## src/hw/cpu_pkg.sv

```systemverilog
`default_nettype none

package cpu_pkg;

    localparam int xlen = 32;
    localparam int reg_addr_w = 5;

    localparam int imem_words = 256;
    localparam int imem_addr_w = 8;
    localparam int dmem_words = 64;
    localparam int dmem_addr_w = 6;

    // Major opcodes of the supported RV32I subset.
    localparam logic [6:0] op_rtype  = 7'b0110011;
    localparam logic [6:0] op_itype  = 7'b0010011;
    localparam logic [6:0] op_load   = 7'b0000011;
    localparam logic [6:0] op_store  = 7'b0100011;
    localparam logic [6:0] op_branch = 7'b1100011;

    localparam logic [2:0] f3_add  = 3'b000; // ADD, SUB and ADDI.
    localparam logic [2:0] f3_slt  = 3'b010;
    localparam logic [2:0] f3_xor  = 3'b100;
    localparam logic [2:0] f3_or   = 3'b110;
    localparam logic [2:0] f3_and  = 3'b111;
    localparam logic [2:0] f3_word = 3'b010; // LW and SW.
    localparam logic [2:0] f3_beq  = 3'b000;

    localparam logic [6:0] f7_base = 7'b0000000;
    localparam logic [6:0] f7_sub  = 7'b0100000;

    typedef enum logic [2:0] {
        alu_add,
        alu_sub,
        alu_and,
        alu_or,
        alu_xor,
        alu_slt
    } alu_op_t;

    // ADDI x0,x0,0.
    localparam logic [xlen-1:0] nop_instr = 32'h0000_0013;

endpackage

`default_nettype wire

```

## src/hw/register_bank.sv

```systemverilog
`timescale 1ns/1ps
`default_nettype none

module register_bank import cpu_pkg::*; (
    input  logic                  clk,
    input  logic                  rst,
    input  logic                  write_enable,
    input  logic [reg_addr_w-1:0] write_address,
    input  logic [xlen-1:0]       write_value,
    input  logic [reg_addr_w-1:0] read_address1,
    input  logic [reg_addr_w-1:0] read_address2,
    output logic [xlen-1:0]       value1,
    output logic [xlen-1:0]       value2
);

    logic [xlen-1:0] regs [2**reg_addr_w];

    always_ff @(posedge clk) begin
        if (rst) begin
            for (int i = 0; i < 2**reg_addr_w; i++) begin
                regs[i] <= '0;
            end
        end else if (write_enable && (write_address != '0)) begin
            regs[write_address] <= write_value;
        end
    end

    // The value written this cycle is visible to a read of the same register.
    assign value1 = (read_address1 == '0) ? '0 :
                    (write_enable && (write_address == read_address1)) ? write_value :
                    regs[read_address1];
    assign value2 = (read_address2 == '0) ? '0 :
                    (write_enable && (write_address == read_address2)) ? write_value :
                    regs[read_address2];

endmodule

`default_nettype wire

```

## config.mk

```make
export PLATFORM = sky130hd
export DESIGN_NAME = register_bank
export DESIGN_NICKNAME = d
export VERILOG_FILES = /design/src/hw/cpu_pkg.sv /design/src/hw/register_bank.sv
export SDC_FILE = /design/constraint.sdc
export NUM_CORES = 2
export LEC_CHECK = 0
export ABC_CLOCK_PERIOD_IN_PS = 2470
export BUFFER_PORTS_ARGS = -buffer_cell sky130_fd_sc_hd__buf_2
export CORE_ASPECT_RATIO = 1.4
export CORE_MARGIN = 10
export CORE_UTILIZATION = 45
export CTS_CLUSTER_DIAMETER = 200
export DETAILED_ROUTE_END_ITERATION = 8
export PLACE_DENSITY = 0.64
export SETUP_SLACK_MARGIN = 0.2
export SLEW_MARGIN = 25
export SYNTH_ARGS = -nofsm -noshare
export SYNTH_HDL_FRONTEND = slang
export SYNTH_SLANG_ARGS = --single-unit
export TNS_END_PERCENT = 1
```

## constraint.sdc

```tcl
create_clock -name clk -period 2.47 [get_ports clk]
set_clock_uncertainty 0.1 [all_clocks]
set_input_delay 0.247 -clock clk [delete_from_list [all_inputs] [get_ports clk]]
set_output_delay 0.247 -clock clk [all_outputs]
set_load 0.1 [all_outputs]
```

Yosys cells after proc, flatten, opt, wreduce, memory -nomap -nowiden:

Memory sizes are Yosys's and may differ from the RTL's.
Index checks and enable logic that the tools add are counted.

* memories: 1
* memory bits (writable): 1024
* flip-flop bits (word level): 0
* output and inout bits: 64
* input bits: 50
* word-level logic and storage cells: 22

Memories
* regs: depth 32, bits a word 32, rd ports 2, clocked after Yosys merged registers in 0, wr ports 32, line register_bank.sv:16 `logic [xlen-1:0] regs [2**reg_addr_w];`

* equality and inequality tests: 2
* mux-type cells: 12
* reduce and logical (&&, ||, !) cells: 7

Operators with widths (number)
* $mux W32: 5
* $reduce_or A32 Y1: 1
* $eq A5 B5 Y1: 2
* $logic_not A5 Y1: 2
* $mux W1: 6
* $mux W5: 1
* $reduce_bool A5 Y1: 1
* $logic_and A1 B1 Y1: 3

Logic depth before layout (Yosys ltp):

* word-level depth: 7
* gate-level depth with buffers: 10
* depth with buffers taken out: 5

Least setup slack after synthesis:

No wires, ideal clock.

* path kind: input-to-output
* from: in read_address1[2]
* to: out value1[10]
* path buffers: 4
* required time: 2.123 ns
* data arrival time: 3.119 ns
* stages: 7
* slack: -0.996 ns
* cell sequence: buf_2 > buf_2 > clkbuf_1 > buf_4 > mux2i_1 > o22a_1 > a31oi_1

* word-level cells in the longest chain between the ends: 4
* elaborated cells on any way between the ends: 6
* classes of those cells: eq/ne (1); mux (2); reduce/logical (2); memory (1)

Ends and longest elaborated chain
* from (decl): line register_bank.sv:10 `input logic [reg_addr_w-1:0] read_address1,`
* parallel branches: the longest is 3 deep, another holds $mem_v2 Z32 W32
* $mux W32 *: line register_bank.sv:29 `assign value1 = (read_address1 == '0) ? '0 :`
* to (decl): line register_bank.sv:12 `output logic [xlen-1:0] value1,`

Every way passes the cells marked *.

==> out/qor.csv <==
stage,metric,value,unit
power,p_sw,12.59,mW
worst_setup_path,cp.required,2.12,ns
clock_network,cts_buffer_depth,3,
sta,rsz0062_at_grt,true,
power,powerDensity,670.2,nW/um2
worst_setup_path,crit_top_cell,a22o_4,
worst_setup_path,cp_top_family,compound AO/OA/AOI/OAI gates,
power,p_comb_share,18.6,%
cells_and_area,final_nets,4140,
placement,dp_hpwl,141.9,mm
detailed_routing,wl,214.9,mm
worst_setup_path,cp_cell_sequence,mux4_2 -> a22o_4 -> a2111oi_4 -> buf_4 -> a21oi_2 -> a22o_4 -> buf_12,
die,num_rows,151,
die,ioPinCount,114,
hold_path,hp-class,in -> reg,
status,failed_checks,negative setup slack,
worst_setup_path,cp.depth,7,
status,outcome,"complete, but fails checks",
synth,yosys.area.top_type,edfxtp_1,
die,start_util,45.26,%
placement,io_buffers,113,
global_routing,grt_pass1_wl,299.1,mm
die,dieHeight,432.6,um
run,maxCapViolCount,0,
worst_setup_path,path_buf_inv,2,
worst_setup_path,setup.worst_path.end,value2[13],
worst_setup_path,critPathKind,reg -> out,
synth,ys_seq_area_share,56.19,%
detailed_routing,via_count,38610,
synth,synth_edf_count,1024,
worst_setup_path,crit_path_end_kind,output port,
power,power_leakage,24.43,nW
sta,tightest_slew,0.6572,ns
clock_network,htreeDepth,3,
synth,ys_types,50,
sta,finalWorstSetupSlack,-0.6894,ns
detailed_routing,dr.pass1.iters,6,
cells_and_area,syn_to_final_growth,24.38,%
sta,period_minus_slack,3.159,ns
worst_setup_path,cpMaxStageDelayCell,mux4_2,
placement,place_congestion,0.9423,
synth,synth_top_flop_cell,edfxtp_1,
die,core,120900,um2
die,dieWidth,314.7,um
global_routing,overflow,0,
placement,placedCellCount,5581,
clock_network,cts_num_sinks,1024,
clock_network,cts_tree,done,
global_routing,grtUsageTotal,31.24,%
clock_network,path_clk_slew,0.06,ns
detailed_routing,first_iter_violations,5637,
sta,setup_viol,64,
synth,async_reset_ff_share,0,%
cells_and_area,largest_reg_flops,1024,
global_routing,antenna_found_initial,18,
synth,synth.ff_latch_count,1024,
sta,fmax,316.5,MHz
power,swShare,27.61,%
sta,hold_viol,0,
synth,yosys-top-cells-area,"edfxtp_1, mux4_2, and2_1, mux2i_1, clkbuf_1",
sta,finalCritPeriodShare,127.9,%
sta,finalMaxSlewViolations,0,
power,peakVddDrop,0.5875,mV
worst_setup_path,startpoint,regs[9][13],
synth,syn_area,54720,um2
global_routing,grt_pass1_vias,39100,
clock_network,cts_inserted_buffers,101,
power,power,45.62,mW
power,share_seq_of_total_power,45.1,%
global_routing,grt_max_degree,45,
synth,syn_inst,3740,
cells_and_area,finalNonFillerCells,5790,
detailed_routing,remaining_drc_errors,0,
detailed_routing,drtAntennaViolNets,0,
worst_setup_path,critPathMaxStageDelay,0.48,ns
clock_network,ctsRootBufferMaster,clkbuf_16,
cells_and_area,fillers,9459,
synth,avgSynthCellArea,14.63,um2
cells_and_area,largest_registers,regs (1024),
sta,slew_headroom,56.19,%
die,die_area,136200,um2
power,p_int,33.03,mW
worst_setup_path,worstPathArrival,2.81,ns
synth,synth-warning-count,0,
synth,synth_top_area_share,56.19,%
detailed_routing,route.detailed.wl_per_inst,37.12,um
cells_and_area,regMostFlops,regs,
power,clock_power_share,36.3,%
worst_setup_path,cp-start-kind,flip-flop,
detailed_routing,via_per_inst,6.668,
cells_and_area,drive_gt1_share,34.74,%
worst_setup_path,crit_fanout,2,
==> layer usage <==
| metal | GRT usage (%) | wire length (um) |
|---|---|---|
| met3 | 7.031 | 24000 |
| met2 | 49.90 | 101200 |
| met1 | 37.79 | 73280 |
| met4 | 20.68 | 16310 |
| met5 | 0.1420 | 81 |
==> cell families (layout without fill, tap and decap cells) <==
| kind of cell | count (synthesis) | count (layout) | synth area share [%] |
|---|---|---|---|
| buf+inv | 416 | 819 | 3.231 |
| mux | 674 | 674 | 21.21 |
| other cells | 1 | 42 | 0.006853 |
| compound gates | 469 | 469 | 6.452 |
| simple gates | 1146 | 1146 | 12.75 |
| flops | 1024 | 1024 | 56.19 |
| xor+xnor | 10 | 10 | 0.1600 |
==> power groups by stage <==
stage                     clock [mW]  combinational [mW]  sequential (mW)
after floorplan                    0                4.62             20.7
after global placement             0                7.71             20.9
after detailed placement           0                7.74             20.9
after CTS                       16.6                8.33             20.6
after global routing            17.3                8.67             20.7
final                           16.5                8.48             20.6
==> area by class of cell <==
cell class	count	area, um2	share of cell area [%]
multi-input cells	2331	24340	35.76
diodes	10	25.02	0.03676
well taps	1606	2009	2.952
clock buffers	116	2626	3.858
flip-flops and latches	1024	30750	45.18
clock inverters	71	844.6	1.241
inverters	2	7.507	0.01103
repair buffers	630	7462	10.96
==> metrics by stage <==
stage / setup TNS (ns) / hold slack (ns) / setup slack [ns] / cell area [um2] / util (%)
final: -29.07 / 0.05280 / -0.6894 / 68070 / 56.29
after floorplan: 0 / 0.3452 / 0.09647 / 55650 / -
after detailed placement: -24.03 / 0.5900 / -0.8979 / 62950 / 52.06
after global routing: -32.07 / 0.03912 / -0.7972 / 68050 / 56.28
after global placement: -23.68 / 0.5812 / -0.9241 / 62950 / 52.06
after CTS: -31.06 / 0.01328 / -0.7260 / 67830 / 56.09
==> cell usage after synthesis, drive strengths merged, types with 35 or more instances <==
library cell	n
edfxtp	1024
and2	996
mux4	388
clkbuf	302
mux2i	281
a22oi	133
buf	112
a21oi	78
a22o	55
nor2	43
o221ai	42
o22ai	41
nand2	35
==> worst min path at each step <==
stage / cells after the start / end / startpoint / slack (ns)
floorplan: 1 / regs[1][31] / write_value[31] / 0.35
global placement: 2 / regs[31][11] / write_value[11] / 0.58
detailed placement: 2 / regs[30][11] / write_value[11] / 0.59
CTS: 2 / regs[14][30] / write_value[30] / 0.01
global route: 2 / regs[2][30] / write_value[30] / 0.04
finish: 2 / regs[14][30] / write_value[30] / 0.05
==> timing repair <==
action                                 CTS  global route
setup endpoints to repair               64            64
gates cloned                             0             0
pin swaps                               77            22
endpoints found under the hold margin   69             0
setup buffers                            3             1
resized for setup                      268            34
hold buffers                             8             0
==> layout by cell type, fill, tap and decap left out, drive strengths merged, types with 5 or more instances in the layout <==
cell type / instances
edfxtp: 1024
and2: 996
buf: 622
mux4: 388
mux2i: 281
a22oi: 133
clkbuf: 116
a21oi: 78
a22o: 55
nor2: 43
o221ai: 42
o22ai: 41
clkinv: 36
nand2: 35
or2: 33
conb: 32
a2111oi: 24
o221a: 18
bufinv: 17
clkinvlp: 14
a221o: 13
nand3: 12
diode: 10
xnor2: 10
o211ai: 10
a32oi: 9
o21ai: 9
dlygate4sd3: 8
a211oi: 7
a31oi: 7
inv: 6
nor2b: 6
nand3b: 5
mux2: 5
(Power assumes the default switching activity.)
