## config.mk

```make
export PLATFORM = sky130hd
export DESIGN_NAME = execute
export DESIGN_NICKNAME = d
export VERILOG_FILES = /design/src/hw/cpu_pkg.sv /design/src/hw/execute.sv
export SDC_FILE = /design/constraint.sdc
export NUM_CORES = 1
export LEC_CHECK = 0
export BUFFER_PORTS_ARGS = -buffer_cell sky130_fd_sc_hd__buf_2
export CAP_MARGIN = 40
export CORE_MARGIN = 3
export CORE_UTILIZATION = 45
export CTS_BUF_LIST = sky130_fd_sc_hd__clkbuf_16
export CTS_CLUSTER_SIZE = 16
export DETAILED_ROUTE_END_ITERATION = 6
export PLACE_DENSITY = 0.66
export SLEW_MARGIN = 20
export SYNTH_ARGS = -nofsm -noshare
export SYNTH_HDL_FRONTEND = slang
export SYNTH_SLANG_ARGS = --single-unit
export TNS_END_PERCENT = 50
```

## constraint.sdc

```tcl
create_clock -name clk -period 11.7 [get_ports clk]
set_input_delay 1.17 -clock clk [delete_from_list [all_inputs] [get_ports clk]]
set_output_delay 1.17 -clock clk [all_outputs]
set_load 0.05 [all_outputs]
```

## src/hw/cpu_pkg.sv

```systemverilog
`default_nettype none

package cpu_pkg;

    localparam int xlen = 32;
    localparam int reg_addr_w = 5;

    localparam int imem_words = 256;
    localparam int imem_addr_w = 8;
    localparam int dmem_words = 64;
    localparam int dmem_addr_w = 6;

    // Major opcodes of the supported RV32I subset.
    localparam logic [6:0] op_rtype  = 7'b0110011;
    localparam logic [6:0] op_itype  = 7'b0010011;
    localparam logic [6:0] op_load   = 7'b0000011;
    localparam logic [6:0] op_store  = 7'b0100011;
    localparam logic [6:0] op_branch = 7'b1100011;

    localparam logic [2:0] f3_add  = 3'b000; // ADD, SUB and ADDI.
    localparam logic [2:0] f3_slt  = 3'b010;
    localparam logic [2:0] f3_xor  = 3'b100;
    localparam logic [2:0] f3_or   = 3'b110;
    localparam logic [2:0] f3_and  = 3'b111;
    localparam logic [2:0] f3_word = 3'b010; // LW and SW.
    localparam logic [2:0] f3_beq  = 3'b000;

    localparam logic [6:0] f7_base = 7'b0000000;
    localparam logic [6:0] f7_sub  = 7'b0100000;

    typedef enum logic [2:0] {
        alu_add,
        alu_sub,
        alu_and,
        alu_or,
        alu_xor,
        alu_slt
    } alu_op_t;

    // ADDI x0,x0,0.
    localparam logic [xlen-1:0] nop_instr = 32'h0000_0013;

endpackage

`default_nettype wire

```

## src/hw/execute.sv

```systemverilog
`timescale 1ns/1ps
`default_nettype none

module execute import cpu_pkg::*; (
    input  logic                  clk,
    input  logic                  rst,
    input  logic                  id_valid,
    input  logic [xlen-1:0]       id_pc,
    input  logic [reg_addr_w-1:0] id_rs1,
    input  logic [reg_addr_w-1:0] id_rs2,
    input  logic [reg_addr_w-1:0] id_rd,
    input  logic [xlen-1:0]       id_val1,
    input  logic [xlen-1:0]       id_val2,
    input  logic [xlen-1:0]       id_imm,
    input  alu_op_t               id_alu_op,
    input  logic                  id_alu_src,
    input  logic                  id_reg_write,
    input  logic                  id_mem_read,
    input  logic                  id_mem_write,
    input  logic                  id_branch,
    input  logic [reg_addr_w-1:0] wb_rd,
    input  logic [xlen-1:0]       wb_value,
    input  logic                  wb_reg_write,
    output logic                  branch_taken,
    output logic [xlen-1:0]       branch_target,
    output logic                  ex_valid,
    output logic [reg_addr_w-1:0] ex_rd,
    output logic [xlen-1:0]       ex_result,
    output logic [xlen-1:0]       ex_store_data,
    output logic                  ex_reg_write,
    output logic                  ex_mem_read,
    output logic                  ex_mem_write
);

    logic            fwd_ex1;
    logic            fwd_ex2;
    logic            fwd_wb1;
    logic            fwd_wb2;
    logic [xlen-1:0] op1;
    logic [xlen-1:0] op2;
    logic [xlen-1:0] alu_b;
    logic [xlen-1:0] alu_result;

    // The previous instruction's ALU result is newer than the writeback value.
    assign fwd_ex1 = ex_reg_write && !ex_mem_read && (ex_rd != '0) && (ex_rd == id_rs1);
    assign fwd_ex2 = ex_reg_write && !ex_mem_read && (ex_rd != '0) && (ex_rd == id_rs2);
    assign fwd_wb1 = wb_reg_write && (wb_rd == id_rs1);
    assign fwd_wb2 = wb_reg_write && (wb_rd == id_rs2);

    assign op1 = fwd_ex1 ? ex_result : fwd_wb1 ? wb_value : id_val1;
    assign op2 = fwd_ex2 ? ex_result : fwd_wb2 ? wb_value : id_val2;

    assign alu_b = id_alu_src ? id_imm : op2;

    always_comb begin
        case (id_alu_op)
            alu_add: alu_result = op1 + alu_b;
            alu_sub: alu_result = op1 - alu_b;
            alu_and: alu_result = op1 & alu_b;
            alu_or:  alu_result = op1 | alu_b;
            alu_xor: alu_result = op1 ^ alu_b;
            alu_slt: alu_result = {{(xlen-1){1'b0}}, $signed(op1) < $signed(alu_b)};
            default: alu_result = op1 + alu_b;
        endcase
    end

    assign branch_taken  = id_branch && (op1 == op2);
    assign branch_target = id_pc + id_imm;

    always_ff @(posedge clk) begin
        if (rst) begin
            ex_valid     <= 1'b0;
            ex_reg_write <= 1'b0;
            ex_mem_read  <= 1'b0;
            ex_mem_write <= 1'b0;
        end else begin
            ex_valid     <= id_valid;
            ex_reg_write <= id_reg_write;
            ex_mem_read  <= id_mem_read;
            ex_mem_write <= id_mem_write;
        end
    end

    always_ff @(posedge clk) begin
        ex_rd         <= id_rd;
        ex_result     <= alu_result;
        ex_store_data <= op2;
    end

    // Decode stalls a load's consumer, so its data never has to come from here.
    assert property (@(posedge clk) disable iff (rst)
        !(id_valid && ex_reg_write && ex_mem_read && (ex_rd != '0) &&
          ((ex_rd == id_rs1) || (ex_rd == id_rs2))));

    assert property (@(posedge clk) disable iff (rst)
        branch_taken |-> (branch_target[1:0] == 2'b00));

endmodule

`default_nettype wire

```

[Yosys cells after proc, flatten, opt, wreduce, memory -nomap -nowiden]
Index checks and enable logic that the tools add are counted.
Cells by class
  shift operators: 0
  $add $sub $neg: 3
  bitwise logic cells: 3
  reduce and logical (&&, ||, !) cells: 9
  eq/ne operators: 10
  $mul: 0
  mux-type cells: 6
  order comparisons: 1
  div/mod/pow operators: 0
Operator list (count)
  $mux W32: 5
  $pmux W32 S5: 1
  $add A32 B32 Y32: 2
  $and A32 B32 Y32: 1
  $eq A32 B32 Y1: 1
  $lt A32 B32 Y1: 1
  $or A32 B32 Y32: 1
  $sub A32 B32 Y32: 1
  $xor A32 B32 Y32: 1
  $eq A5 B5 Y1: 4
  $logic_and A1 B1 Y1: 7
  $eq A3 B2 Y1 const B: 2
  $eq A3 B3 Y1 const B: 2
  $reduce_bool A5 Y1: 1
  $eq A3 B1 Y1 const B: 1
  $logic_not A1 Y1: 1
Storage, ports and cells
  output and inout port bits: 106
  bits in read-only memories: 0
  flip-flop bits (word level): 73
  RAM bits: 0
  memories: 0
  latch bits: 0
  logic and storage cells: 39

[Depth between registers and ports, before layout]
  depth after elaboration: 8
  depth in mapped cells: 20
  depth with buffers taken out: 18

[Worst setup path after synthesis]
Ideal clock, no wire load.
  path kind: in2out
  from: in id_rs1[4]
  to: out branch_taken
  slack: 5.908 ns
  arrival: 4.622 ns
  buffers on the path: 2
  data required time: 10.530 ns
  cell stages on the path: 11
  cells stage by stage: xor2_1 -> nor4_1 -> and3_1 -> clkbuf_1 -> buf_2 -> mux2i_1 -> a21oi_1 -> xor2_1 -> nor4_1 -> nand4_1 -> nor4_1
Between the ends
  longest elaborated chain between the ends: 6
Ends and longest elaborated chain
  start, declared: RTL line execute.sv:9  | input logic [reg_addr_w-1:0] id_rs1,
  $eq A5 B5 Y1: RTL line execute.sv:47  | assign fwd_wb1 = wb_reg_write && (wb_rd == id_rs1);
  $logic_and A1 B1 Y1: RTL line execute.sv:47
  $mux W32: RTL line execute.sv:50  | assign op1 = fwd_ex1 ? ex_result : fwd_wb1 ? wb_value : id_val1;
  $mux W32 (*): RTL line execute.sv:50
  $eq A32 B32 Y1 (*): RTL line execute.sv:67  | assign branch_taken = id_branch && (op1 == op2);
  $logic_and A1 B1 Y1 (*): RTL line execute.sv:67
  end, declared: RTL line execute.sv:24  | output logic branch_taken,
Mark *: on every way between the ends. The rest lies on a longest branch, timed or not.

[Worst setup path in the final report]
Same ends and word-level chain as after synthesis.

==> impl_metrics.env <==
export IMPL_async_flop_share_pct=0
export IMPL_grt_max_degree=65
export IMPL_max_cap_violations=0
export IMPL_grt_pass1_wl_um=66060
export IMPL_grt_use_total_pct=32.39
export IMPL_hold_slack_ns=0.5943
export IMPL_die_w_um=160.1
export IMPL_hold_end="ex_store_data[11]"
export IMPL_cpMaxStageDelayCell="nor4_1"
export IMPL_setup_tns_ns=0
export IMPL_cp_slowest_stage_delay_ns=0.67
export IMPL_period_share_pct=53.78
export IMPL_vdd_ir_drop_max_v=0.00006281
export IMPL_synth_mux_area_share_pct=9.645
export IMPL_vias=12200
export IMPL_synthXorXnorAreaFrac_pct=7.866
export IMPL_clk_pin_slew_ns=0.06
export IMPL_syn_to_final_growth_pct=19.08
export IMPL_dp_cells=2012
export IMPL_cts_root_buffer="clkbuf_16"
export IMPL_die_area_mm2=0.02564
export IMPL_grt_pass1_vias=11290
export IMPL_numPortBuffers=297
export IMPL_drv_slew=0
export IMPL_cts_tree="built"
export IMPL_hold_viol_final=0
export IMPL_pin_count=298
export IMPL_layout_commonest_cell="buf_2"
export IMPL_cp_required_ns=10.53
export IMPL_critical_path_top_delay_family="simple AND/OR/NAND/NOR gates"
export IMPL_ys_seq_elements=73
export IMPL_cts_buffers=9
export IMPL_worst_clock_skew_ns=0.01270
export IMPL_yosysWarnings=0
export IMPL_synth_top_family_by_area="compound AO/OA/AOI/OAI gates"
export IMPL_syn_nets=1791
export IMPL_wire_per_inst_um=21.57
export IMPL_worst_slew_pin_slew_ns=0.8671
export IMPL_design_area_mm2=0.01273
export IMPL_via_per_inst=5.998
export IMPL_final_cell_count_no_fill=2034
export IMPL_die_h_um=160.1
export IMPL_start_util_pct=46.51
export IMPL_grt_overflow_total=0
export IMPL_synthSimpleGateAreaFrac_pct=17.37
export IMPL_drt_pre_antenna_iters=6
export IMPL_drc=0
export IMPL_ys_flop_type="dfxtp_1"
export IMPL_worstSetupEndpointType="output port"
export IMPL_core_area_mm2=0.02298
export IMPL_layout_common_cells="buf_2 (297), a21oi_1 (148), nor2_1 (129)"
export IMPL_syn_avg_cell_area_um2=7.276
export IMPL_max_freq_mhz=158.9
export IMPL_ant_nets=0
export IMPL_r2r_start="ex_rd[2]"
export IMPL_cp_arrival_ns=5.12
export IMPL_fin_crit_ns=6.292
export IMPL_rsz0062_at_grt="no"
export IMPL_power_uw=1491
export IMPL_synth_compound_area_share_pct=28.68
export IMPL_rows=55
export IMPL_ys_types=83
export IMPL_crit_chain="buf_2, xnor2_1, nand3_1, or4_2, buf_4, a21oi_1, xor2_1, nor4_1, nand4_1, nor4_1, buf_2"
export IMPL_setup_viol=0
export IMPL_rr_worst_depth=18
export IMPL_hold_start="ex_result[11]"
export IMPL_synth_edf_count=0
export IMPL_gp_congestion=1.065
export IMPL_synth_top_area_share_pct=14.87
export IMPL_leakage_uw=0.005870
export IMPL_crit_type="in2out"
export IMPL_clk_latency_ns=0.36
export IMPL_cp_start_kind="primary input"
export IMPL_cp_max_fo=64
export IMPL_drt_initial_drc_count=1555
export IMPL_place_area_mm2=0.01236
export IMPL_netlist_instances=1469
export IMPL_clk_path_buf_depth=2
export IMPL_crit_buf_inv=3
export IMPL_drive_above_1_share_pct=22.22
export IMPL_status="finished, final reports clean"
export IMPL_synth_top_area_cell="ha_1"
export IMPL_slew_headroom_pct=41.44
export IMPL_hold_depth=2
export IMPL_h_tree_depth=3
export IMPL_cts_sinks=73
export IMPL_drt_wl_total_um=43880
export IMPL_pwr_density_cell_mw_per_mm2=117.2
export IMPL_ctsHoldBuffers=0
export IMPL_rrSetupSlack_ns=6.12
export IMPL_antenna_found_initial=1
export IMPL_post_cts_setup_buffers=0
export IMPL_ctsResizeCount=0
export IMPL_hold_class="reg2reg"
export IMPL_dp_hpwl_um=35130
export IMPL_synth_seq_area_share_pct=13.67
export IMPL_synthAdderAreaFrac_pct=15.43
export IMPL_syn_area_mm2=0.01069
export IMPL_reg2reg_to="ex_result[28]"
export IMPL_synthTopCellsByArea="ha_1 (15%), dfxtp_1 (14%), a21oi_1 (6.9%)"
export IMPL_final_nets=2036
-- per-stage QoR --
| step | setup WS, ns | utilization (%) |
|---|---|---|
| after floorplan | 5.908 | - |
| after global placement | 5.379 | 53.55 |
| after detailed placement | 5.428 | 53.77 |
| after CTS | 5.461 | 55.05 |
| after global routing | 5.236 | 55.37 |
| final | 5.408 | 55.38 |
-- sequential cells by signal (all words and copies together) (netlist names) --
register	count
ex_mem_read	1
ex_mem_write	1
ex_rd	5
ex_reg_write	1
ex_result	32
ex_store_data	32
ex_valid	1
-- cell usage after synthesis (6+ instances only) --
library cell,n
nand3_1,21
mux2_2,32
o21bai_1,16
nand2_1,113
a22oi_1,14
nand4_1,11
o221ai_1,14
o22ai_1,11
a21oi_1,148
clkbuf_1,54
a221o_1,6
inv_1,117
or3_1,8
nor4_1,20
xor2_1,57
nand2b_1,9
mux2i_1,67
nor2_1,129
nor2b_1,16
and3_1,11
buf_1,7
o21a_1,10
o41ai_1,6
o31ai_1,8
o211ai_1,19
nor3_1,34
xnor2_1,39
buf_2,12
o21ai_0,106
a21o_1,19
ha_1,127
o31a_1,8
dfxtp_1,73
a31oi_1,13
a211oi_1,14
-- metal layers --
layer | vias up | wire [µm] | global-route usage [%]
met5 | - | 13 | 0
met4 | 2 | 1100 | 9.586
met3 | 57 | 4619 | 7.782
li1 | 5783 | - | -
met2 | 683 | 19570 | 50.89
met1 | 5674 | 18580 | 44.05
-- worst register-to-register path, cell delays in order, from the launching register on --
cell	delay, ns
dfxtp_1	0.37
or4_1	0.53
o21ai_2	0.20
or4_2	0.16
buf_4	0.54
a21oi_1	0.32
inv_1	0.15
ha_1	0.17
inv_1	0.06
fa_1	0.46
nand2b_1	0.12
a221oi_1	0.10
o41ai_1	0.73
o2111ai_1	0.38
nand4_1	0.22
nand3_1	0.19
a211oi_1	0.37
o21ai_0	0.12
o32ai_1	0.28
-- cells by family (layout without fill, tap and decap cells) --
group | Yosys count | after routing
other | 0 | 2
AO/OA/AOI/OAI | 476 | 476
buffers and inverters | 198 | 448
flip-flops | 73 | 73
AND/OR/NAND/NOR | 397 | 397
adder cells (fa/ha/maj) | 130 | 130
multiplexers | 99 | 99
XOR/XNOR | 96 | 96
-- layout make-up --
| cell class | instances | area, µm² |
|---|---|---|
| inverters | 119 | 446.7 |
| flip-flops and latches | 73 | 1461 |
| clock inverters | 7 | 70.07 |
| repair buffers | 313 | 1674 |
| diodes | 2 | 5.005 |
| fillers | 2252 | 10260 |
| well taps | 313 | 391.6 |
| clock buffers | 9 | 225.2 |
| multi-input cells | 1198 | 8454 |
-- power by group --
| group | internal, µW | switching [µW] | total, µW |
|---|---|---|---|
| Combinational | 275 | 609 | 883 |
| Sequential | 283 | 34.5 | 318 |
| Clock | 165 | 125 | 290 |
-- worst max-delay path by stage --
stage	from	to	slack, ns	cells past startpoint
final	id_rs1[4]	branch_taken	5.41	11
after global routing	wb_rd[4]	ex_result[28]	5.24	20
after CTS	id_rs1[4]	branch_taken	5.46	12
after detailed placement	wb_rd[4]	ex_result[28]	5.43	20
after global placement	id_rs1[4]	branch_taken	5.38	12
after floorplan	id_rs1[4]	branch_taken	5.91	11
Note: power is estimated with default switching activity, not from simulation.
