<file path="config.mk">
export PLATFORM = sky130hd
export DESIGN_NAME = decode
export DESIGN_NICKNAME = d
export VERILOG_FILES = /design/src/hw/cpu_pkg.sv /design/src/hw/decode.sv
export SDC_FILE = /design/constraint.sdc
export NUM_CORES = 1
export LEC_CHECK = 0
export ABC_CLOCK_PERIOD_IN_PS = 2100
export BUFFER_PORTS_ARGS = -buffer_cell sky130_fd_sc_hd__buf_2
export CAP_MARGIN = 20
export CORE_AREA = 2 2 115 117
export CTS_CLUSTER_DIAMETER = 40
export DETAILED_ROUTE_END_ITERATION = 7
export DIE_AREA = 0 0 117 119
export HOLD_SLACK_MARGIN = 0.15
export PLACE_DENSITY = 0.72
export SLEW_MARGIN = 10
export SYNTH_ARGS = -nofsm -noshare
export SYNTH_HDL_FRONTEND = slang
export SYNTH_SLANG_ARGS = --single-unit
</file>
<file path="constraint.sdc">
create_clock -name clk -period 2.1 [get_ports clk]
set_input_delay 0.315 -clock clk [delete_from_list [all_inputs] [get_ports clk]]
set_output_delay 0.315 -clock clk [all_outputs]
set_load 0.02 [all_outputs]
</file>
<file path="src/hw/cpu_pkg.sv">
`default_nettype none

package cpu_pkg;

    localparam int xlen = 32;
    localparam int reg_addr_w = 5;

    localparam int imem_words = 256;
    localparam int imem_addr_w = 8;
    localparam int dmem_words = 64;
    localparam int dmem_addr_w = 6;

    // Major opcodes of the supported RV32I subset.
    localparam logic [6:0] op_rtype  = 7'b0110011;
    localparam logic [6:0] op_itype  = 7'b0010011;
    localparam logic [6:0] op_load   = 7'b0000011;
    localparam logic [6:0] op_store  = 7'b0100011;
    localparam logic [6:0] op_branch = 7'b1100011;

    localparam logic [2:0] f3_add  = 3'b000; // ADD, SUB and ADDI.
    localparam logic [2:0] f3_slt  = 3'b010;
    localparam logic [2:0] f3_xor  = 3'b100;
    localparam logic [2:0] f3_or   = 3'b110;
    localparam logic [2:0] f3_and  = 3'b111;
    localparam logic [2:0] f3_word = 3'b010; // LW and SW.
    localparam logic [2:0] f3_beq  = 3'b000;

    localparam logic [6:0] f7_base = 7'b0000000;
    localparam logic [6:0] f7_sub  = 7'b0100000;

    typedef enum logic [2:0] {
        alu_add,
        alu_sub,
        alu_and,
        alu_or,
        alu_xor,
        alu_slt
    } alu_op_t;

    // ADDI x0,x0,0.
    localparam logic [xlen-1:0] nop_instr = 32'h0000_0013;

endpackage

`default_nettype wire

</file>
<file path="src/hw/decode.sv">
`timescale 1ns/1ps
`default_nettype none

module decode import cpu_pkg::*; (
    input  logic                  clk,
    input  logic                  rst,
    input  logic                  if_valid,
    input  logic [xlen-1:0]       if_pc,
    input  logic [xlen-1:0]       if_instr,
    input  logic                  flush,
    output logic [reg_addr_w-1:0] rb_read_address1,
    output logic [reg_addr_w-1:0] rb_read_address2,
    input  logic [xlen-1:0]       rb_value1,
    input  logic [xlen-1:0]       rb_value2,
    output logic                  stall,
    output logic                  id_valid,
    output logic [xlen-1:0]       id_pc,
    output logic [reg_addr_w-1:0] id_rs1,
    output logic [reg_addr_w-1:0] id_rs2,
    output logic [reg_addr_w-1:0] id_rd,
    output logic [xlen-1:0]       id_val1,
    output logic [xlen-1:0]       id_val2,
    output logic [xlen-1:0]       id_imm,
    output alu_op_t               id_alu_op,
    output logic                  id_alu_src,
    output logic                  id_reg_write,
    output logic                  id_mem_read,
    output logic                  id_mem_write,
    output logic                  id_branch
);

    logic [6:0]            opcode;
    logic [2:0]            funct3;
    logic [6:0]            funct7;
    logic [reg_addr_w-1:0] rd;
    logic [reg_addr_w-1:0] rs1;
    logic [reg_addr_w-1:0] rs2;
    logic [xlen-1:0]       imm_i;
    logic [xlen-1:0]       imm_s;
    logic [xlen-1:0]       imm_b;
    logic [xlen-1:0]       imm;
    logic                  known;
    logic                  uses_rs2;
    alu_op_t               alu_op;
    logic                  alu_src;
    logic                  reg_write;
    logic                  mem_read;
    logic                  mem_write;
    logic                  branch;
    logic                  bubble;

    assign opcode = if_instr[6:0];
    assign rd     = if_instr[11:7];
    assign funct3 = if_instr[14:12];
    assign rs1    = if_instr[19:15];
    assign rs2    = if_instr[24:20];
    assign funct7 = if_instr[31:25];

    assign imm_i = {{(xlen-12){if_instr[31]}}, if_instr[31:20]};
    assign imm_s = {{(xlen-12){if_instr[31]}}, if_instr[31:25], if_instr[11:7]};
    assign imm_b = {{(xlen-13){if_instr[31]}}, if_instr[31], if_instr[7],
                    if_instr[30:25], if_instr[11:8], 1'b0};

    assign rb_read_address1 = rs1;
    assign rb_read_address2 = rs2;

    always_comb begin
        known     = 1'b1;
        uses_rs2  = 1'b0;
        alu_op    = alu_add;
        alu_src   = 1'b0;
        reg_write = 1'b0;
        mem_read  = 1'b0;
        mem_write = 1'b0;
        branch    = 1'b0;
        imm       = imm_i;
        case (opcode)
            op_rtype: begin
                uses_rs2  = 1'b1;
                reg_write = 1'b1;
                if (funct7 == f7_sub) begin
                    alu_op = alu_sub;
                    known  = (funct3 == f3_add);
                end else begin
                    known = (funct7 == f7_base);
                    case (funct3)
                        f3_add:  alu_op = alu_add;
                        f3_slt:  alu_op = alu_slt;
                        f3_xor:  alu_op = alu_xor;
                        f3_or:   alu_op = alu_or;
                        f3_and:  alu_op = alu_and;
                        default: known = 1'b0;
                    endcase
                end
            end
            op_itype: begin
                alu_src   = 1'b1;
                reg_write = 1'b1;
                known     = (funct3 == f3_add); // Only ADDI.
            end
            op_load: begin
                alu_src   = 1'b1;
                reg_write = 1'b1;
                mem_read  = 1'b1;
                known     = (funct3 == f3_word);
            end
            op_store: begin
                alu_src   = 1'b1;
                mem_write = 1'b1;
                uses_rs2  = 1'b1;
                imm       = imm_s;
                known     = (funct3 == f3_word);
            end
            op_branch: begin
                alu_op   = alu_sub;
                branch   = 1'b1;
                uses_rs2 = 1'b1;
                imm      = imm_b;
                known    = (funct3 == f3_beq);
            end
            default: known = 1'b0;
        endcase
    end

    // The load now in execute has its data only after the memory stage.
    assign stall = if_valid && known && id_valid && id_mem_read && (id_rd != '0) &&
                   ((id_rd == rs1) || (uses_rs2 && (id_rd == rs2)));

    assign bubble = flush || stall || !if_valid || !known;

    always_ff @(posedge clk) begin
        if (rst) begin
            id_valid     <= 1'b0;
            id_reg_write <= 1'b0;
            id_mem_read  <= 1'b0;
            id_mem_write <= 1'b0;
            id_branch    <= 1'b0;
        end else begin
            id_valid     <= !bubble;
            id_reg_write <= !bubble && reg_write;
            id_mem_read  <= !bubble && mem_read;
            id_mem_write <= !bubble && mem_write;
            id_branch    <= !bubble && branch;
        end
    end

    always_ff @(posedge clk) begin
        id_pc      <= if_pc;
        id_rs1     <= rs1;
        id_rs2     <= uses_rs2 ? rs2 : '0; // An immediate field never matches a forward.
        id_rd      <= rd;
        id_val1    <= rb_value1;
        id_val2    <= rb_value2;
        id_imm     <= imm;
        id_alu_op  <= alu_op;
        id_alu_src <= alu_src;
    end

    // A stalled instruction is offered again on the next cycle, and then it goes ahead.
    assert property (@(posedge clk) disable iff (rst)
        stall |=> (if_valid && $stable(if_instr) && !stall));

endmodule

`default_nettype wire

</file>
# Word level (Yosys, flattened, before mapping)
# Cells that the tools add are included.
# classes
eq_ne	12
mux	13
n_reduce_logical	26
# ops
operator	n
case mux 12 bit (2 select lines)	1
equality test 7 x 6 -> 1 bit (second input constant)	3
case mux 3 bit (4 select lines)	1
equality test 5 bit	2
logical AND 1 bit	10
equality test 3 bit (second input constant)	3
OR reduction 3 bit	3
2-to-1 mux 1 bit	8
equality test 7 x 2 -> 1 bit (second input constant)	1
equality test 7 x 5 -> 1 bit (second input constant)	1
equality test 7 bit (second input constant)	1
logical NOT 7 bit	1
case mux 3 bit (2 select lines)	1
nonzero test 5 bit	1
OR reduction 5 bit	1
logical OR 1 bit	4
OR reduction 2 bit	2
equality test 3 x 2 -> 1 bit (second input constant)	1
logical NOT 1 bit	3
logical NOT 3 bit	1
2-to-1 mux 3 bit	1
case mux 1 bit (3 select lines)	1
# totals
ff_bits	133
inputBits	132
out_inout_bits	163
elab_cells	65

# Logic depth before layout (Yosys ltp)
# logic_depth
depth_word	15
mapped_depth	6
ltp_nobuf	4

# Worst setup path before layout
# Ideal clock, no wire load.
# synth_path
path_kind	in2out
start	in if_instr[5]
end	out stall
arrival_time_ps	1545
required_ps	1785
slack_ps	240
path_stages	5
n_path_buf	1
cell_sequence	buf_4 -> a21boi_1 -> nand4_1 -> o22ai_2 -> nor4b_2
# synth_via
elab_chain_cells	8
elab_cells_between_ends	17
cone_classes	eq/ne (5); mux (2); reduce/logical (10)
# synth_lines
element	line_no	text
start, declared	decode.sv:9	input logic [xlen-1:0] if_instr,
equality test 7 bit (tied with other cells)	decode.sv:77	case (opcode)
OR reduction 2 bit (no source line)	-	
case mux 1 bit (3 select lines)	decode.sv:77	
logical AND 1 bit (4 in series)	decode.sv:126	assign stall = if_valid && known && id_valid && id_mem_read && (id_rd != '0) &&
logical AND 1 bit (*)	decode.sv:126	
end, declared	decode.sv:15	output logic stall,
# Mark *: on every way between the ends. The rest lies on a longest branch, timed or not.

# Final worst setup path
# layout_path
start	reg id_rd[1]
end	out stall
# layout_via
elab_chain_cells	4
elab_cells_between_ends	7
cone_classes	eq/ne (2); reduce/logical (5)
# layout_lines
element	line_no	text
start, declared	decode.sv:20	output logic [reg_addr_w-1:0] id_rd,
start signal, assigned	decode.sv:151	id_rd <= rd;
equality test 5 bit	decode.sv:127	((id_rd == rs1) || (uses_rs2 && (id_rd == rs2)));
logical AND 1 bit	decode.sv:127	
logical OR 1 bit	decode.sv:127	
logical AND 1 bit (*)	decode.sv:126	
# Marked as above.

==> reports/metrics.cfg <==
[floorplanning]
rows=42
die_outline_area_um2=13900
ios=295
floorplan.initialDensity=0.269
core_um2=12900
dieWidth_um=117
chipHeight_um=119

[yosys]
synth_cells=252
main_combinational_cell_family_by_area_after_synthesis=simple AND/OR/NAND/NOR gates
synth_async_sr_flop_share=0
synth-simple-area-share=0.0860
syn-num-nets=384
synth-compound-area-share=0.0390
synth.most_common_cell=dfxtp_1
largest_cells_by_area_after_synthesis=dfxtp_1 (77%), buf_4 (6.5%), xnor2_1 (2.8%), nand2_1 (2.2%), a211oi_1 (1.3%)
synth-edff-count=0
syn_avg_cell_area_um2=13.7
synth_largest_type_area_fraction=0.769
post_synth_most_frequent_cells=dfxtp_1 (133), buf_4 (30), nand2_1 (20), xnor2_1 (11), nor2_1 (7)
synth.mux.area_fraction=0.00325
yosys_register_bits=133
seq_area_frac_synth=0.769
syn_area_um2=3460
synth_adder_area_share=0
ys_types=37
synthDominantAreaCellType=dfxtp_1
synth_xor_area_frac=0.0278
yosysWarningCount=0
ys_dominant_reg_cell=dfxtp_1

[clock_tree]
insertion_delay_ns=0.42
clock_sink_count=133
cts_buffers=17
root_buffer=clkbuf_16
cts-htree-levels=4
cts.path.max_buffers=2
cts_tree=yes
clk_transition_reported_paths_ns=0.06

[worst_setup_path]
critical-path-max-stage-delay_ns=0.38
endpoint_kind=output pin
worstPathCellList=or3_4, o311a_4, inv_4, nor4b_4, buf_4
timing.setup.critical_path_class=flop to output pin
logic_depth_of_the_worst_register_to_register_path=4
critPathRequiredTime_ns=1.78
slowest_stage=or3_4
r2r_slack_ns=0.51
reg2reg_to=id_branch
timing.rr.start=id_rd[1]
worst-endpoint-arrival_ns=1.75
crit_fanout=3
worst_setup_path_start_kind=flop

[place]
portBuffers=294
preCtsSetupSlack_ns=0.0571
finalWeightedCongestion=0.788
dp_hpwl_um=9010

[drt]
vias_per_instance=3.97
wirelength_um=13000
average_routed_wire_per_standard_cell_um=15.4
drt_iter0_drc=186
detailed_route_drc_error_count=0
detail-route-antenna-nets=0
first_pass_iters=6
vias=3360

[sta]
setup_viol_count_final=0
final.min_clock_period_ns=2.07
finClkSkew_ns=0.00513
setup_tns_ns=0
worst_slew_margin_rel=0.708
fmax_mhz=484
timing.final.hold_violations=0
layout_setup_ws_ns=0.0327
final_max_slew_viol_count=0
min_period_over_period=0.984
grt_setup_unrepaired=yes
transition_time_at_the_pin_with_the_least_slew_margin_ns=0.438

[min_path]
timing.hold.worst.start=if_instr[22]
worst_hold_path.endpoint=id_imm[2]
hold_class=primary input to flop
min_delay_path_depth=3

[global_route]
grt_pass1_vias=3525
groute.usage.overall=0.185
grt_first_pass_wirelength_um=18700
number_of_antenna_violations_at_the_first_check_in_global_routing=3
grt-ovfl-total=0
grt_max_degree=21

[power]
clockPowerShare=0.474
cell_internal_pwr_mw=4.95
vdd_drop_max_mv=0.471
power_density_nw_per_um2=958
relative_contribution_of_sequential_cells_to_total_power=0.411
post-layout-total-power_mw=6.55
power.switching_mw=1.60
power_frac_comb=0.116
swShare=0.245
static-leakage-power_nw=3.38

[finish]
drive_gt1_frac=0.524
design.final.nets=787
flow.area_growth_from_synthesis_pct=97.5

[run_status]
status=finished clean

[job]
maxCapViolations=0

## sequential cells by signal (all words and copies together), names as in the netlist, 3 cells and up
name / cells
id_alu_op: 3
id_imm: 13
id_pc: 32
id_rd: 5
id_rs1: 5
id_rs2: 5
id_val1: 32
id_val2: 32
## worst max-delay path by stage
stage	start	endpoint	slack, ns	depth (start not counted)
finish	id_rd[1]	stall	0.03	5
global route	id_rd[1]	stall	-0.02	5
CTS	id_rd[1]	stall	-0.003	5
detailed placement	if_instr[28]	stall	0.06	6
global placement	if_instr[28]	stall	0.02	6
floorplan	if_instr[5]	stall	0.24	5
## worst max-delay path, delay by kind of cell (launching register included)
| kind | cells | cell delay, ns |
|---|---|---|
| simple gates | 2 | 0.42 |
| compound gates | 1 | 0.34 |
| buf+inv | 2 | 0.22 |
| flops | 1 | 0.36 |
## routing by layer
| layer | part of all wire | GRT usage |
|---|---|---|
| met2 | 0.53 | 0.334 |
| met3 | 0.085 | 0.0702 |
| met4 | 0.028 | 0.0912 |
| met5 | 0 | 0 |
| met1 | 0.36 | 0.181 |
## logic make-up (layout without fill, tap and decap cells)
family | count (synthesis) | after routing
XOR/XNOR | 11 | 11
multiplexers | 1 | 1
other | 0 | 3
flip-flops | 133 | 133
AND/OR/NAND/NOR | 54 | 54
buffers and inverters | 36 | 452
AO/OA/AOI/OAI | 17 | 17
## power by group through the flow
stage               Combinational (mW)  Clock, mW  Sequential (mW)
finish                           0.759       3.10             2.69
global route                     0.812       3.27             2.70
CTS                              0.748       3.15             2.69
detailed placement               0.573          0             2.74
global placement                 0.570          0             2.74
floorplan                        0.137          0             2.90
## metrics by stage
| step | utilization | instances | hold slack (ns) | cell area, um^2 |
|---|---|---|---|---|
| after floorplan | - | 252 | 0.343 | 3460 |
| after global placement | 0.385 | 696 | 0.417 | 4960 |
| after detailed placement | 0.385 | 696 | 0.419 | 4960 |
| after CTS | 0.526 | 846 | 0.170 | 6780 |
| after global routing | 0.531 | 847 | 0.186 | 6840 |
| final | 0.531 | 847 | 0.185 | 6840 |
## repair_timing
item	CTS	global route
hold buffers	114	0
hold endpoints to repair	119	0
buffers inserted	4	0
endpoints found under the setup margin	1	1
pin swaps	3	7
resized for setup	7	13
## layout make-up
type                            instances  area (um^2)
Tap cell                              176          220
Fill cell                            1108         6040
Sequential cell                       133         2670
Multi-Input combinational cell         83          604
Timing Repair Buffer                  417         2690
Clock inverter                         14          186
Clock buffer                           18          439
Inverter                                3         13.8
Antenna cell                            3         7.51
## cells in the final DEF, fill, tap and decap left out, types with 2 or more instances in the layout
cell / Yosys / final
diode_2: 0 / 3
clkinvlp_4: 0 / 2
buf_2: 2 / 291
clkinv_4: 0 / 2
nor2b_1: 2 / 2
clkbuf_16: 0 / 17
nand3_1: 6 / 6
o21ai_0: 2 / 2
dfxtp_1: 133 / 129
nor2_1: 7 / 7
bufinv_16: 0 / 3
nand2_1: 20 / 20
buf_4: 30 / 12
xnor2_1: 11 / 7
xnor2_2: 0 / 4
and3_1: 5 / 5
dlygate4sd3_1: 0 / 112
dlymetal6s4s_1: 0 / 2
a211oi_1: 6 / 6
dfxtp_4: 0 / 2
dfxtp_2: 0 / 2
inv_6: 0 / 6
(Power assumes the default switching activity.)
